<file path="config.mk">
export PLATFORM = sky130hd
export DESIGN_NAME = stbuf_top
export DESIGN_NICKNAME = d
export VERILOG_FILES = /design/src/stbuf_pkg.sv /design/src/stbuf_top.sv /design/src/stbuf_fwd.sv /design/src/stbuf_drain.sv /design/src/stbuf_entry.sv /design/src/stbuf_alloc.sv
export VERILOG_INCLUDE_DIRS = /design/src
export SDC_FILE = /design/constraint.sdc
export NUM_CORES = 1
export LEC_CHECK = 0
export ABC_CLOCK_PERIOD_IN_PS = 2900
export BUFFER_PORTS_ARGS = -buffer_cell sky130_fd_sc_hd__buf_4
export CORE_UTILIZATION = 55
export CTS_BUF_LIST = sky130_fd_sc_hd__clkbuf_16
export CTS_CLUSTER_SIZE = 30
export DETAILED_ROUTE_END_ITERATION = 7
export PLACE_DENSITY = 0.81
export RECOVER_POWER = 50
export SLEW_MARGIN = 20
export SYNTH_ARGS = -nofsm -noshare
export SYNTH_HDL_FRONTEND = slang
export SYNTH_HIERARCHICAL = 1
export SYNTH_SLANG_ARGS = --single-unit
</file>
<file path="constraint.sdc">
create_clock -name clk -period 2.9 [get_ports clk]
set_input_delay 0.29 -clock clk [delete_from_list [all_inputs] [get_ports clk]]
set_output_delay 0.29 -clock clk [all_outputs]
set_load 0.02 [all_outputs]
</file>
<file path="src/stbuf_defs.svh">
// store buffer sizing macros: depth, widths and access size codes
`ifndef STBUF_DEFS_SVH
`define STBUF_DEFS_SVH

// ----------------------------------------
// buffer geometry
// ----------------------------------------
`define STBUF_DEPTH  4
`define STBUF_PTR_W  2
`define STBUF_ADDR_W 16
`define STBUF_DATA_W 32
`define STBUF_BYTES  4

// ----------------------------------------
// access size codes
// ----------------------------------------
`define SIZE_BYTE 2'd0
`define SIZE_HALF 2'd1
`define SIZE_WORD 2'd2

`endif
</file>
<file path="src/stbuf_pkg.sv">
// store buffer types: address, data, byte-enable and pointer vectors, entry states
`include "stbuf_defs.svh"

package stbuf_pkg;

   typedef logic [`STBUF_ADDR_W-1:0]                        addr_t;
   typedef logic [`STBUF_ADDR_W-1:$clog2(`STBUF_BYTES)]     word_addr_t;  // above byte offset
   typedef logic [`STBUF_DATA_W-1:0]                        data_t;
   typedef logic [`STBUF_BYTES-1:0]                         byteen_t;
   typedef logic [`STBUF_PTR_W-1:0]                         ptr_t;
   typedef logic [1:0]                                      size_t;
   typedef logic [`STBUF_DEPTH-1:0]                         entry_vec_t;  // one bit per entry

   // life of one entry
   typedef enum logic [1:0] {
      ST_EMPTY = 2'd0,
      ST_PEND  = 2'd1,  // written, waiting for dc5
      ST_READY = 2'd2,  // committed, may drain
      ST_FLUSH = 2'd3   // killed in dc5, pops on its own
   } entry_state_t;

endpackage

</file>
<file path="src/stbuf_top.sv">
// store buffer top: allocator, entry array, in-order drain and load forwarding
`timescale 1ns/100ps
`include "stbuf_defs.svh"

module stbuf_top import stbuf_pkg::*; (
   input  logic    clk,
   input  logic    rst,
   input  logic    st_valid,
   input  addr_t   st_addr,
   input  size_t   st_size,
   input  data_t   st_data,
   input  logic    commit_dc5,
   input  logic    drain_ack,
   input  logic    ld_valid,
   input  addr_t   ld_addr,
   output logic    drain_valid,
   output addr_t   drain_addr,
   output byteen_t drain_byteen,
   output data_t   drain_data,
   output logic    full,
   output logic    empty,
   output byteen_t fwd_byteen,
   output data_t   fwd_data
);

   entry_vec_t   wr_sel;
   entry_vec_t   resolve_sel;
   entry_vec_t   pop_sel;
   addr_t        new_addr;
   byteen_t      new_byteen;
   data_t        new_data;
   logic         commit;
   ptr_t         wr_ptr;

   entry_state_t ent_state  [`STBUF_DEPTH];
   addr_t        ent_addr   [`STBUF_DEPTH];
   byteen_t      ent_byteen [`STBUF_DEPTH];
   data_t        ent_data   [`STBUF_DEPTH];

   stbuf_alloc i_stbuf_alloc (
      .clk          (clk),
      .rst          (rst),
      .st_valid     (st_valid),
      .st_addr      (st_addr),
      .st_size      (st_size),
      .st_data      (st_data),
      .commit_dc5   (commit_dc5),
      .wr_sel       (wr_sel),
      .entry_addr   (new_addr),
      .entry_byteen (new_byteen),
      .entry_data   (new_data),
      .resolve_sel  (resolve_sel),
      .commit       (commit),
      .wr_ptr       (wr_ptr)
   );

   // ----------------------------------------
   // entry array
   // ----------------------------------------
   for (genvar i = 0; i < `STBUF_DEPTH; i++) begin : g_entry
      stbuf_entry i_stbuf_entry (
         .clk        (clk),
         .rst        (rst),
         .wr_en      (wr_sel[i]),
         .resolve_en (resolve_sel[i]),
         .commit     (commit),
         .pop        (pop_sel[i]),
         .wr_addr    (new_addr),
         .wr_byteen  (new_byteen),
         .wr_data    (new_data),
         .state      (ent_state[i]),
         .addr       (ent_addr[i]),
         .byteen     (ent_byteen[i]),
         .data       (ent_data[i])
      );
   end

   stbuf_drain i_stbuf_drain (
      .clk          (clk),
      .rst          (rst),
      .drain_ack    (drain_ack),
      .entry_state  (ent_state),
      .entry_addr   (ent_addr),
      .entry_byteen (ent_byteen),
      .entry_data   (ent_data),
      .pop_sel      (pop_sel),
      .drain_valid  (drain_valid),
      .drain_addr   (drain_addr),
      .drain_byteen (drain_byteen),
      .drain_data   (drain_data),
      .full         (full),
      .empty        (empty)
   );

   stbuf_fwd i_stbuf_fwd (
      .clk          (clk),
      .rst          (rst),
      .ld_valid     (ld_valid),
      .ld_addr      (ld_addr),
      .wr_ptr       (wr_ptr),
      .entry_state  (ent_state),
      .entry_addr   (ent_addr),
      .entry_byteen (ent_byteen),
      .entry_data   (ent_data),
      .fwd_byteen   (fwd_byteen),
      .fwd_data     (fwd_data)
   );

endmodule

</file>
<file path="src/stbuf_fwd.sv">
// store buffer load forwarding: per-byte youngest-first merge, registered
`timescale 1ns/100ps
`include "stbuf_defs.svh"

module stbuf_fwd import stbuf_pkg::*; (
   input  logic         clk,
   input  logic         rst,
   input  logic         ld_valid,
   input  addr_t        ld_addr,
   input  ptr_t         wr_ptr,       // oldest slot when walking forward
   input  entry_state_t entry_state  [`STBUF_DEPTH],
   input  addr_t        entry_addr   [`STBUF_DEPTH],
   input  byteen_t      entry_byteen [`STBUF_DEPTH],
   input  data_t        entry_data   [`STBUF_DEPTH],
   output byteen_t      fwd_byteen,
   output data_t        fwd_data
);

   localparam int off_w = $clog2(`STBUF_BYTES);

   word_addr_t ld_word;
   entry_vec_t match;
   byteen_t    byteen_nxt;
   data_t      data_nxt;

   assign ld_word = ld_addr[`STBUF_ADDR_W-1:off_w];

   // ----------------------------------------
   // word match against live entries
   // ----------------------------------------
   always_comb begin
      for (int i = 0; i < `STBUF_DEPTH; i++) begin
         match[i] = (entry_addr[i][`STBUF_ADDR_W-1:off_w] == ld_word) &&
                    ((entry_state[i] == ST_PEND) || (entry_state[i] == ST_READY));
      end
   end

   // walk oldest to youngest, later hits overwrite earlier ones
   always_comb begin : merge
      ptr_t idx;
      byteen_nxt = '0;
      data_nxt   = '0;
      for (int i = 0; i < `STBUF_DEPTH; i++) begin
         idx = wr_ptr + ptr_t'(i);
         for (int b = 0; b < `STBUF_BYTES; b++) begin
            if (match[idx] && entry_byteen[idx][b]) begin
               byteen_nxt[b]       = 1'b1;
               data_nxt[8*b +: 8]  = entry_data[idx][8*b +: 8];
            end
         end
      end
   end

   // ----------------------------------------
   // result register
   // ----------------------------------------
   always_ff @(posedge clk) begin
      if (rst) begin
         fwd_byteen <= '0;
      end else begin
         fwd_byteen <= ld_valid ? byteen_nxt : '0;
      end
   end

   always_ff @(posedge clk) begin
      fwd_data <= ld_valid ? data_nxt : '0;  // unsupplied lanes already zero
   end

endmodule

</file>
<file path="src/stbuf_drain.sv">
// store buffer drain: read pointer, head select, pop control and full/empty flags
`timescale 1ns/100ps
`include "stbuf_defs.svh"

module stbuf_drain import stbuf_pkg::*; (
   input  logic         clk,
   input  logic         rst,
   input  logic         drain_ack,
   input  entry_state_t entry_state  [`STBUF_DEPTH],
   input  addr_t        entry_addr   [`STBUF_DEPTH],
   input  byteen_t      entry_byteen [`STBUF_DEPTH],
   input  data_t        entry_data   [`STBUF_DEPTH],
   output entry_vec_t   pop_sel,
   output logic         drain_valid,
   output addr_t        drain_addr,
   output byteen_t      drain_byteen,
   output data_t        drain_data,
   output logic         full,
   output logic         empty
);

   localparam int cnt_w = `STBUF_PTR_W + 1;

   ptr_t             rd_ptr;
   logic             head_flush;
   logic             pop;
   logic [cnt_w-1:0] count;

   // ----------------------------------------
   // head of buffer
   // ----------------------------------------
   assign drain_valid  = (entry_state[rd_ptr] == ST_READY);
   assign head_flush   = (entry_state[rd_ptr] == ST_FLUSH);
   assign drain_addr   = entry_addr[rd_ptr];
   assign drain_byteen = entry_byteen[rd_ptr];
   assign drain_data   = entry_data[rd_ptr];

   // ack only counts while the head is offered
   assign pop     = (drain_valid & drain_ack) | head_flush;
   assign pop_sel = pop ? (entry_vec_t'(1) << rd_ptr) : '0;

   always_ff @(posedge clk) begin
      if (rst) begin
         rd_ptr <= '0;
      end else if (pop) begin
         rd_ptr <= rd_ptr + 1'b1;
      end
   end

   // ----------------------------------------
   // occupancy
   // ----------------------------------------
   always_comb begin
      count = '0;
      for (int i = 0; i < `STBUF_DEPTH; i++) begin
         count = count + cnt_w'(entry_state[i] != ST_EMPTY);
      end
   end

   assign full  = (count == cnt_w'(`STBUF_DEPTH));
   assign empty = (count == '0);

endmodule

</file>
<file path="src/stbuf_entry.sv">
// store buffer entry: state machine plus captured address, byte enables and data
`timescale 1ns/100ps

module stbuf_entry import stbuf_pkg::*; (
   input  logic         clk,
   input  logic         rst,
   input  logic         wr_en,
   input  logic         resolve_en,
   input  logic         commit,
   input  logic         pop,
   input  addr_t        wr_addr,
   input  byteen_t      wr_byteen,
   input  data_t        wr_data,
   output entry_state_t state,
   output addr_t        addr,
   output byteen_t      byteen,
   output data_t        data
);

   entry_state_t state_nxt;

   // ----------------------------------------
   // entry FSM
   // ----------------------------------------
   always_comb begin
      state_nxt = state;
      case (state)
         ST_EMPTY: if (wr_en) state_nxt = ST_PEND;
         ST_PEND: begin
            if (resolve_en) begin
               state_nxt = commit ? ST_READY : ST_FLUSH;
            end
         end
         ST_READY: if (pop) state_nxt = ST_EMPTY;  // acked by drain
         ST_FLUSH: if (pop) state_nxt = ST_EMPTY;  // auto pop
         default:  state_nxt = ST_EMPTY;
      endcase
   end

   always_ff @(posedge clk) begin
      if (rst) begin
         state <= ST_EMPTY;
      end else begin
         state <= state_nxt;
      end
   end

   // store payload, loaded on write only
   always_ff @(posedge clk) begin
      if (wr_en) begin
         addr   <= wr_addr;
         byteen <= wr_byteen;
         data   <= wr_data;
      end
   end

endmodule

</file>
<file path="src/stbuf_alloc.sv">
// store buffer allocator: write pointer, byte enables and dc4/dc5 staging to commit
`timescale 1ns/100ps
`include "stbuf_defs.svh"

module stbuf_alloc import stbuf_pkg::*; (
   input  logic       clk,
   input  logic       rst,
   input  logic       st_valid,     // dc3 store strobe
   input  addr_t      st_addr,
   input  size_t      st_size,
   input  data_t      st_data,      // already lane aligned
   input  logic       commit_dc5,
   output entry_vec_t wr_sel,
   output addr_t      entry_addr,
   output byteen_t    entry_byteen,
   output data_t      entry_data,
   output entry_vec_t resolve_sel,
   output logic       commit,
   output ptr_t       wr_ptr
);

   localparam int off_w = $clog2(`STBUF_BYTES);

   byteen_t size_mask;
   logic    valid_dc4;
   logic    valid_dc5;
   ptr_t    ptr_dc4;
   ptr_t    ptr_dc5;

   // ----------------------------------------
   // byte enables from size and offset
   // ----------------------------------------
   always_comb begin
      case (st_size)
         `SIZE_BYTE: size_mask = 4'b0001;
         `SIZE_HALF: size_mask = 4'b0011;
         `SIZE_WORD: size_mask = 4'b1111;
         default:    size_mask = 4'b0000;  // unused code writes nothing
      endcase
   end

   assign entry_byteen = size_mask << st_addr[off_w-1:0];  // never crosses the word
   assign entry_addr   = st_addr;
   assign entry_data   = st_data;

   // one-hot write select at the write pointer
   assign wr_sel = st_valid ? (entry_vec_t'(1) << wr_ptr) : '0;

   // ----------------------------------------
   // write pointer
   // ----------------------------------------
   always_ff @(posedge clk) begin
      if (rst) begin
         wr_ptr <= '0;
      end else if (st_valid) begin
         wr_ptr <= wr_ptr + 1'b1;
      end
   end

   // ----------------------------------------
   // stage strobe and pointer to dc5
   // ----------------------------------------
   always_ff @(posedge clk) begin
      if (rst) begin
         valid_dc4 <= 1'b0;
         valid_dc5 <= 1'b0;
      end else begin
         valid_dc4 <= st_valid;
         valid_dc5 <= valid_dc4;
      end
   end

   always_ff @(posedge clk) begin
      ptr_dc4 <= wr_ptr;   // pointer the dc3 store went to
      ptr_dc5 <= ptr_dc4;
   end

   // resolve lands on the entry the store was written to
   assign resolve_sel = valid_dc5 ? (entry_vec_t'(1) << ptr_dc5) : '0;
   assign commit      = commit_dc5;

endmodule

</file>
==> metrics, run 1 <==
status finished, final reports clean; hpwl dp 25420 um; synth unique cells 83; actual slew at the worst max-slew pin 1.138 ns; Layout fillers 1930; WS Path Type reg -> reg; WP data required 3.40 ns; H-tree lvl count 1; share of cells above drive strength 1 28.13%; Syn Nets 1283; n_diodes 0; Initial DRC Count 1200; Final Hold Slack 0.02474 ns; post-DR wirelength/cell 21.65 um; clock sink count 262; Seq/Total Area, Yosys 48.48%; total gr overflow 0; Clock Latency Late Sink 0.57 ns; synthesized area per cell 12.62 um^2; Post-synth ARST share 0%; fin crit share 97.82%; worst-path maximum fanout 20; Final Util 67.30%; P&R area growth vs syn 20.02%; DR DRC count 0; gr usage total 26.77%; via count 11380; initial antenna violation count 0; pwr/cell area 531.6 nW/um^2; relative slew slack 24.10%; mapped cell area 15110 um^2; Post-Layout Cell Count 1777; TritonCTS clock tree built; Hold Path Class in -> reg; CTS Buf Count 29; wirelength, routed 38460 um; max_cap viols 0; drt pass-1 iters 8; full die area 28150 um^2; pin count of the biggest net entering global routing 73; Syn Inst Count 1198; Starting Density 56.08%; CP startpoint kind flop; number of global-route vias before repair 11070; post-route ant nets 0; Nets 1498; clock root cell clkbuf_16; Final Max Slew Viols 0; post-route setup slack 0.06333 ns; CP Capture Type flop; most common cell after layout, fill and taps aside edfxtp_1; Clock Path Buffers 3; Row Count 60; pre-CTS setup slack -0.1259 ns; Most used DFF post-synth edfxtp_1; Worst R2R Setup Slack 0.06 ns; Final min period 2.837 ns; Final setup viols 0; routability congestion estimate 0.8999; Core ar. 26950 um^2; Cells after DPL 1669; synthesized flop and latch total 262; Die Ht 167.8 um; Reg clk slew, reported paths 0.06 ns; clock skew 0.02717 ns; crit path DAT 3.33 ns; Synth Warn # 6; Peak VDD IR 0.5559 mV; setup TNS 0 ns; commonest cells after routing, fill and taps aside 208 x edfxtp_1, 154 x buf_4, 85 x clkbuf_1; first-pass GRT wire length 59340 um; Fmax 352.5 MHz; vias per inst 6.402; IO Count 163; Final Hold Vio Count 0; Die W 167.8 um; leakage 6.255 nW; IO buf count 160; EDFF count, synth 208
## area by class of cell
type                    count  area [um^2]  area share (%)
multi-input cells         811         7152           39.43
repair buffers            300         2198           12.12
well taps                 341        426.7           2.352
clock inverters            25        259.0           1.428
clock buffers              29        725.7           4.001
inverters                   9        33.78          0.1862
flip-flops and latches    262         7343           40.48
## per-layer routing
metal	track usage [%]	routed length (um)	vias to the layer above	share of wire (%)
met2	44.75	18810	589	49
met5	0	0	-	0
li1	-	-	5091	-
met4	9.892	1200	0	3.1
met1	35.51	15480	5597	40
met3	3.876	2972	99	7.7
## where the power goes
part | internal (W) | switching, W | leakage (nW)
Clock | 0.00226 | 0.00149 | 0.498
Sequential | 0.00425 | 0.000121 | 2.36
Combinational | 0.000654 | 0.000864 | 3.40
Total | 0.00717 | 0.00247 | 6.26
## synthesized netlist by cell type, types with 25 or more instances
library cell	number	area (um^2)
dfxtp_1	54	1081
o21ai_0	31	155.2
a21oi_1	32	160.2
nand3_1	34	170.2
clkbuf_1	25	93.84
mux4_2	65	1464
nor2_1	74	277.8
mux2_2	48	540.5
xor2_1	43	376.6
edfxtp_1	208	6246
buf_4	55	412.9
mux2i_1	83	830.8
nand2_1	66	247.7
## worst max-delay path: stages (launching register included)
cell	delay, ns
dfxtp_4	0.43
nor2_1	0.46
nand4_1	0.17
nor4_1	0.25
buf_4	0.19
a31oi_1	0.11
a21oi_2	0.26
buf_12	0.17
nor3_1	0.06
or4_1	0.50
a31oi_1	0.16
## state kept, by name, summed over array words and instances (netlist names)
| register | cells |
|---|---|
| g_entry.i_stbuf_entry/addr | 64 |
| i_stbuf_drain/rd_ptr | 2 |
| i_stbuf_fwd/fwd_data | 32 |
| g_entry.i_stbuf_entry/byteen | 16 |
| i_stbuf_alloc/valid_dc4 | 1 |
| i_stbuf_alloc/wr_ptr | 2 |
| g_entry.i_stbuf_entry/state | 8 |
| g_entry.i_stbuf_entry/data | 128 |
| i_stbuf_alloc/valid_dc5 | 1 |
| i_stbuf_alloc/ptr_dc4 | 2 |
| i_stbuf_fwd/fwd_byteen | 4 |
| i_stbuf_alloc/ptr_dc5 | 2 |
## path summary, 6_finish.rpt
path	start	end	cells after the start
worst min-delay path	st_valid	i_stbuf_alloc/valid_dc4	2
worst max register to register	i_stbuf_alloc/wr_ptr[1]	i_stbuf_fwd/fwd_data[2]	10
worst max-delay path	i_stbuf_alloc/wr_ptr[1]	i_stbuf_fwd/fwd_data[2]	10
worst min register to register	i_stbuf_alloc/ptr_dc4[1]	i_stbuf_alloc/ptr_dc5[1]	0
## stage by stage
stage / total power [W] / area (um^2)
finish: 0.009643 / 18140
global route: 0.009936 / 18140
CTS: 0.009687 / 18270
detailed placement: 0.005913 / 16750
global placement: 0.005857 / 16750
floorplan: 0.005433 / 15110
## timing repair
item                                    in CTS  in global routing
hold buffers                                48                  0
endpoints found under the hold margin      192                  0
endpoints found under the setup margin      31                 33
buffers inserted                             1                  5
resized for setup                            9                 33
pin swaps                                    1                 14
## kinds of logic (layout without fill, tap and decap cells)
kind of cell	after synthesis	count (layout)	share of synthesized area (%)
xor+xnor	63	63	3.651
flops	262	262	48.48
fa+ha+maj	13	13	1.126
mux	198	198	18.96
compound gates	208	208	10.29
simple gates	329	329	12.10
buf+inv	125	363	5.398
(Power assumes the default switching activity.)
==> run 2: changes to the inputs <==
--- a/config.mk
+++ b/config.mk
@@ -8,10 +8,12 @@
 export LEC_CHECK = 0
 export ABC_CLOCK_PERIOD_IN_PS = 2900
 export BUFFER_PORTS_ARGS = -buffer_cell sky130_fd_sc_hd__buf_4
+export CORE_MARGIN = 3
 export CORE_UTILIZATION = 55
 export CTS_BUF_LIST = sky130_fd_sc_hd__clkbuf_16
 export CTS_CLUSTER_SIZE = 30
 export DETAILED_ROUTE_END_ITERATION = 7
+export GPL_TIMING_DRIVEN = 0
 export PLACE_DENSITY = 0.81
 export RECOVER_POWER = 50
 export SLEW_MARGIN = 20
==> run 2 against run 1 <==
Largest cell class is now multi-input gates. Sequential cell count unchanged. Final cell count hardly changed. The flow now finishes with violations (capacitance limit, slew limit, setup timing). Clock skew fell by 0.011 ns. Worst setup slack got worse by 0.14 ns. Global-route usage grew 2.2 points. Worst hold slack improved by 0.022 ns. Fmax down 4.6%. Total power fell by 0.65%. Die area grew 4.8%.
==> metrics, run 2 (synthesis gave the netlist of run 1 again) <==
status finished with violations; failing checks capacitance limit, slew limit, setup timing; H-tree lvl count 1 (unchanged); WP data required 3.34 ns (-0.06 ns); Hold Path Class in -> reg; Peak VDD IR 0.6333 mV (+14%); clock skew 0.01641 ns (-0.01076 ns); worst r2r dst i_stbuf_fwd/fwd_data[1]; clock root cell clkbuf_16; TritonCTS clock tree built; most common cell after layout, fill and taps aside edfxtp_1; gr usage total 28.97% (+2.2 points); Final Max Slew Viols 27 (+27); Final Hold Vio Count 0 (unchanged); Final Hold Slack 0.04696 ns (+0.02222 ns); CTS Buf Count 27 (-6.9%); DR DRC count 0 (unchanged); RSZ-0062 raised after global routing true; P&R area growth vs syn 21.20%; pwr/cell area 523.0 nW/um^2 (-1.6%); share of cells above drive strength 1 30.03% (+1.9 points); hpwl dp 29200 um (+15%); setup TNS -0.2388 ns (-0.2388 ns); Die W 171.8 um (+2.4%); Row Count 60 (unchanged); Layout fillers 1874 (-2.9%); actual slew at the worst max-slew pin 1.582 ns (+0.4438 ns); initial antenna violation count 1 (+1); Clock Path Buffers 3 (unchanged); Fmax 336.3 MHz (-4.6%); crit path DAT 3.42 ns (+0.09 ns); Top Registers g_entry.i_stbuf_entry/data x128, g_entry.i_stbuf_entry/addr x64, i_stbuf_fwd/fwd_data x32; max reg flops 128 (unchanged); commonest cells after routing, fill and taps aside 208 x edfxtp_1, 107 x buf_4, 97 x clkbuf_1; reg-to-reg startpoint g_entry[1].i_stbuf_entry/addr[7]; full die area 29500 um^2 (+4.8%); first-pass GRT wire length 65960 um (+11%); CP Capture Point i_stbuf_fwd/fwd_data[1]; Final Util 67.97% (+0.66 points); Biggest register g_entry.i_stbuf_entry/data; WS Path Type reg -> reg; Core ar. 26950 um^2 (unchanged); Nets 1500 (+0.13%); Reg clk slew, reported paths 0.07 ns (about the same); Clock Latency Late Sink 0.55 ns (-0.02 ns); Initial DRC Count 1799 (+50%); total gr overflow 0 (unchanged); Worst Reg2Reg Path Length in Cells 9 (-1); post-route ant nets 0 (unchanged); worst-path maximum fanout 8 (-60%); Final setup viols 6 (+6); fin crit share 102.5% (+4.7 points); wirelength, routed 44700 um (+16%); Final Instance Area 18320 um^2 (+0.99%); IO Count 163 (unchanged); clock sink count 262 (unchanged); CP startpoint kind flop; pin count of the biggest net entering global routing 29 (-60%); via count 11930 (+4.9%); Cell Area, Placed 16480 um^2 (-1.6%); Critical Path Source g_entry[1].i_stbuf_entry/addr[7]; drt pass-1 iters 7 (-1); max_cap viols 1 (+1); n_diodes 0 (unchanged); number of global-route vias before repair 11510 (+4.0%); Final min period 2.974 ns (+0.1369 ns); Die Ht 171.8 um (+2.4%); Starting Density 56.08% (unchanged); post-DR wirelength/cell 25.17 um (+16%); relative slew slack -5.488% (-30 points); IO buf count 113 (-29%); leakage 6.246 nW (-0.14%); CP Capture Type flop; routability congestion estimate 0.9271 (+3.0%); post-route setup slack -0.07352 ns (-0.1369 ns); Worst R2R Setup Slack -0.07 ns (-0.14 ns); vias per inst 6.720 (+5.0%)
[run 2: cell types whose count changed in the layout (fill, tap and decap cells not counted), sizes merged]
cell         change
buf             -34
bufinv           -2
clkbuf          +39
clkinv           -2
clkinvlp         +1
dlygate4sd3      -1
inv              -2
[run 2: timing repair]
action	4_1_cts	5_1_grt
endpoints found under the hold margin	184	0
gates cloned	0	1
setup endpoints to repair	44	44
pin swaps	8	21
buffers inserted	6	19
gates resized for setup	55	90
hold buffers	46	0
[run 2: routing by layer]
metal	global-route usage [%]	routed length [um]	vias up
met5	0	13	-
met4	10.20	1846	2
met3	5.654	5024	174
met2	46.05	20800	866
met1	40.20	17020	5801
li1	-	-	5091
[run 2: worst min path at each step]
| stage | from | to | slack, ns | cells after the start |
|---|---|---|---|---|
| 2_1_floorplan | i_stbuf_alloc/ptr_dc4[0] | i_stbuf_alloc/ptr_dc5[0] | 0.31 | 0 |
| 3_3_place_gp | i_stbuf_alloc/ptr_dc4[0] | i_stbuf_alloc/ptr_dc5[0] | 0.31 | 0 |
| 3_5_place_dp | i_stbuf_alloc/ptr_dc4[1] | i_stbuf_alloc/ptr_dc5[1] | 0.31 | 0 |
| 4_1_cts | st_valid | i_stbuf_alloc/valid_dc4 | 0.03 | 2 |
| 5_1_grt | st_valid | i_stbuf_alloc/valid_dc4 | 0.04 | 2 |
| 6_report | st_valid | i_stbuf_alloc/valid_dc4 | 0.05 | 2 |
[run 2: metrics by stage]
step	power, W	cells	setup WS (ns)
6_report	0.009581	1776	-0.07352
4_1_cts	0.009572	1757	-0.02541
3_5_place_dp	0.005978	1656	-0.7258
5_1_grt	0.009897	1776	-0.1217
3_3_place_gp	0.005933	1652	-0.7333
2_1_floorplan	0.005433	1198	0.2987
[run 2: cell type report]
type,count,area [um^2],share of cell area [%]
well taps,341,426.7,2.329
multi-input cells,811,7461,40.73
clock buffers,29,725.7,3.962
repair buffers,189,1469,8.019
plain buffers,115,670.6,3.661
clock inverters,20,183.9,1.004
flip-flops and latches,262,7347,40.11
inverters,9,33.78,0.1844
[run 2: power by group]
part | internal (W) | switching, W
sequential | 0.00425 | 0.000123
combinational | 0.000680 | 0.000984
clock | 0.00207 | 0.00147
total | 0.00700 | 0.00258
[run 2: worst max-delay path, stage by stage, from the launching register on]
cell and delay, ns:
edfxtp_1 0.43, xnor2_1 0.27, nand4_1 0.20, nor4_4 0.46
buf_4 0.19, nor2_1 0.09, a21oi_2 0.26, o31ai_4 0.17
or4_1 0.57, a31oi_2 0.23
==> run 3: changes to the inputs <==
--- a/config.mk
+++ b/config.mk
@@ -9,12 +9,12 @@
 export ABC_CLOCK_PERIOD_IN_PS = 2900
 export BUFFER_PORTS_ARGS = -buffer_cell sky130_fd_sc_hd__buf_4
 export CORE_MARGIN = 3
-export CORE_UTILIZATION = 55
+export CORE_UTILIZATION = 60
 export CTS_BUF_LIST = sky130_fd_sc_hd__clkbuf_16
 export CTS_CLUSTER_SIZE = 30
 export DETAILED_ROUTE_END_ITERATION = 7
 export GPL_TIMING_DRIVEN = 0
-export PLACE_DENSITY = 0.81
+export PLACE_DENSITY = 0.87
 export RECOVER_POWER = 50
 export SLEW_MARGIN = 20
 export SYNTH_ARGS = -nofsm -noshare
==> run 3 against run 2 <==
Routed wire length rose by 5.9%. Clock power fell by 3%. Critical path type unchanged. The run still ends with capacitance limit, slew limit, setup timing left. Fmax decreased by 0.37%. Critical path depth down 1. Count of clock-buffer cells in the layout fell by 2. Core utilization up 6.6 points. Sequential power about the same. Critical endpoint is now i_stbuf_fwd/fwd_data[16].
==> metrics, run 3 (synthesis gave the netlist of run 1 again) <==
status finished with violations; Cell Area, Placed 16460 um^2 (-0.13%); max reg flops 128 (unchanged); drt pass-1 iters 7 (unchanged); post-route setup slack -0.08450 ns (-0.01098 ns); Final Hold Vio Count 0 (unchanged); WS Path Type reg -> reg; setup TNS -0.8371 ns (-0.5984 ns); CP Capture Type flop; buffers and inverters on the worst path 5 (+4); PnR Total Power 0.009532 W (-0.51%); most common cell after layout, fill and taps aside edfxtp_1; Initial DRC Count 2035 (+13%); fin crit share 102.9% (+0.38 points); DR DRC count 0 (unchanged); actual slew at the worst max-slew pin 1.581 ns (-0.001444 ns); Core ar. 24530 um^2 (-9.0%); Biggest register g_entry.i_stbuf_entry/data; Clock Latency Late Sink 0.57 ns (+0.02 ns); failing checks capacitance limit, slew limit, setup timing; pwr/cell area 521.1 nW/um^2 (-0.37%); P&R area growth vs syn 21.04%; hpwl dp 29050 um (-0.51%); Starting Density 61.60% (+5.5 points); commonest cells after routing, fill and taps aside 208 x edfxtp_1, 114 x buf_4, 95 x clkbuf_1; share of cells above drive strength 1 30.26% (+0.22 points); Post-Layout Cell Count 1765 (-0.62%); Clock Path Buffers 3 (unchanged); Row Count 57 (-5.0%); Final min period 2.985 ns (+0.01098 ns); Die W 164.7 um (-4.1%); IO buf count 113 (unchanged); routability congestion estimate 0.9724 (+4.9%); CP startpoint kind flop; Hold Path Class in -> reg; Nets 1505 (+0.33%); CP Cell Sequence clkbuf_8 > buf_2 > clkbuf_4 > buf_6 > clkbuf_2 > mux2i_1 > a31oi_1 > a32o_2; Final Max Slew Viols 52 (+93%); Top Registers g_entry.i_stbuf_entry/data x128, g_entry.i_stbuf_entry/addr x64, i_stbuf_fwd/fwd_data x32; H-tree lvl count 1 (unchanged); crit path DAT 3.42 ns (about the same); critical path's top delay family buffers and inverters; reg-to-reg startpoint i_stbuf_alloc/wr_ptr[1]; Fmax 335.1 MHz (-0.37%); worst-path maximum fanout 12 (+4); Die Ht 164.7 um (-4.1%); Cells after DPL 1639 (-1.0%); Peak VDD IR 0.6201 mV (-2.1%); total gr overflow 0 (unchanged); Critical Path Source i_stbuf_alloc/wr_ptr[1]; pin count of the biggest net entering global routing 29 (unchanged); RSZ-0062 raised after global routing true; CP max stage delay 0.47 ns (-0.10 ns); via count 12410 (+4.0%); Final Instance Area 18290 um^2 (-0.14%); clock root cell clkbuf_16; initial antenna violation count 1 (unchanged); max_cap viols 2 (+1); WP data required 3.33 ns (about the same); vias per inst 7.031 (+4.6%); number of global-route vias before repair 11940 (+3.7%); post-route ant nets 0 (unchanged); slowest stage cell on the critical path dfxtp_2; n_diodes 0 (unchanged); relative slew slack -5.392% (+0.096 points); Reg clk slew, reported paths 0.06 ns (about the same); full die area 27130 um^2 (-8.0%); CTS Buf Count 27 (unchanged); TritonCTS clock tree built; gr usage total 32.61% (+3.6 points); HP Start st_valid; post-DR wirelength/cell 26.82 um (+6.6%); Final setup viols 21 (+15); leakage 6.285 nW (+0.62%); clock skew 0.03321 ns (+0.01680 ns); clock sink count 262 (unchanged); IO Count 163 (unchanged); first-pass GRT wire length 67940 um (+3.0%); wirelength, routed 47340 um (+5.9%)
-- run 3: cell types whose count changed in the layout (fill, tap and decap cells not counted), sizes merged --
cell	change
clkinv	+9
buf	+5
clkinvlp	-3
inv	-3
clkbuf	-2
-- run 3: final cells by class --
| class | count | area (um^2) |
|---|---|---|
| clock buffer | 27 | 675.6 |
| fill | 1552 | 6241 |
| inverter | 9 | 33.78 |
| sequential | 262 | 7333 |
| multi-input combinational | 811 | 7483 |
| buffer | 114 | 678.2 |
| clock inverter | 23 | 187.7 |
| tap | 324 | 405.4 |
| timing repair buffer | 195 | 1495 |
-- run 3: through the flow --
stage               utilization (%)  hold WS [ns]  setup slack (ns)
floorplan                         -        0.3096            0.2987
global placement              66.71        0.3109           -0.7502
detailed placement            67.08        0.3147           -0.7096
CTS                           73.91       0.01763         0.0002811
global route                  74.56       0.01583           -0.1534
finish                        74.56       0.01963          -0.08450
-- run 3: worst register-to-register path, delay by kind of cell, from the launching register on --
family | cells | cell delay, ns
flip-flops | 1 | 0.47
multiplexers | 1 | 0.41
AO/OA/AOI/OAI | 2 | 0.49
buffers and inverters | 5 | 1.48
-- run 3: per-layer routing --
| layer | part of all wire, % | GRT usage [%] |
|---|---|---|
| met3 | 13 | 6.496 |
| met1 | 35 | 43.43 |
| met5 | 0.030 | 0 |
| met4 | 5.7 | 14.11 |
| met2 | 46 | 52.40 |
-- run 3: what timing repair did --
item / in CTS / in global routing
pin swaps: 12 / 34
hold buffers: 46 / 0
gates cloned: 0 / 1
endpoints found under the hold margin: 184 / 0
setup buffers: 12 / 19
gates resized for setup: 58 / 89
endpoints found under the setup margin: 41 / 49
-- run 3: worst paths after layout --
check / endpoint / depth (start not counted) / slack, ns
worst max-delay path: i_stbuf_fwd/fwd_data[16] / 8 / -0.08
worst min-delay path: i_stbuf_alloc/valid_dc4 / 2 / 0.02
worst max register to register: i_stbuf_fwd/fwd_data[16] / 8 / -0.08
worst min register to register: i_stbuf_alloc/ptr_dc5[1] / 0 / 0.33
-- run 3: report_power, final --
group / leakage (nW) / switching (W) / internal (W)
sequential: 2.36 / 0.000128 / 0.00426
clock: 0.438 / 0.00149 / 0.00196
combinational: 3.49 / 0.00102 / 0.000680
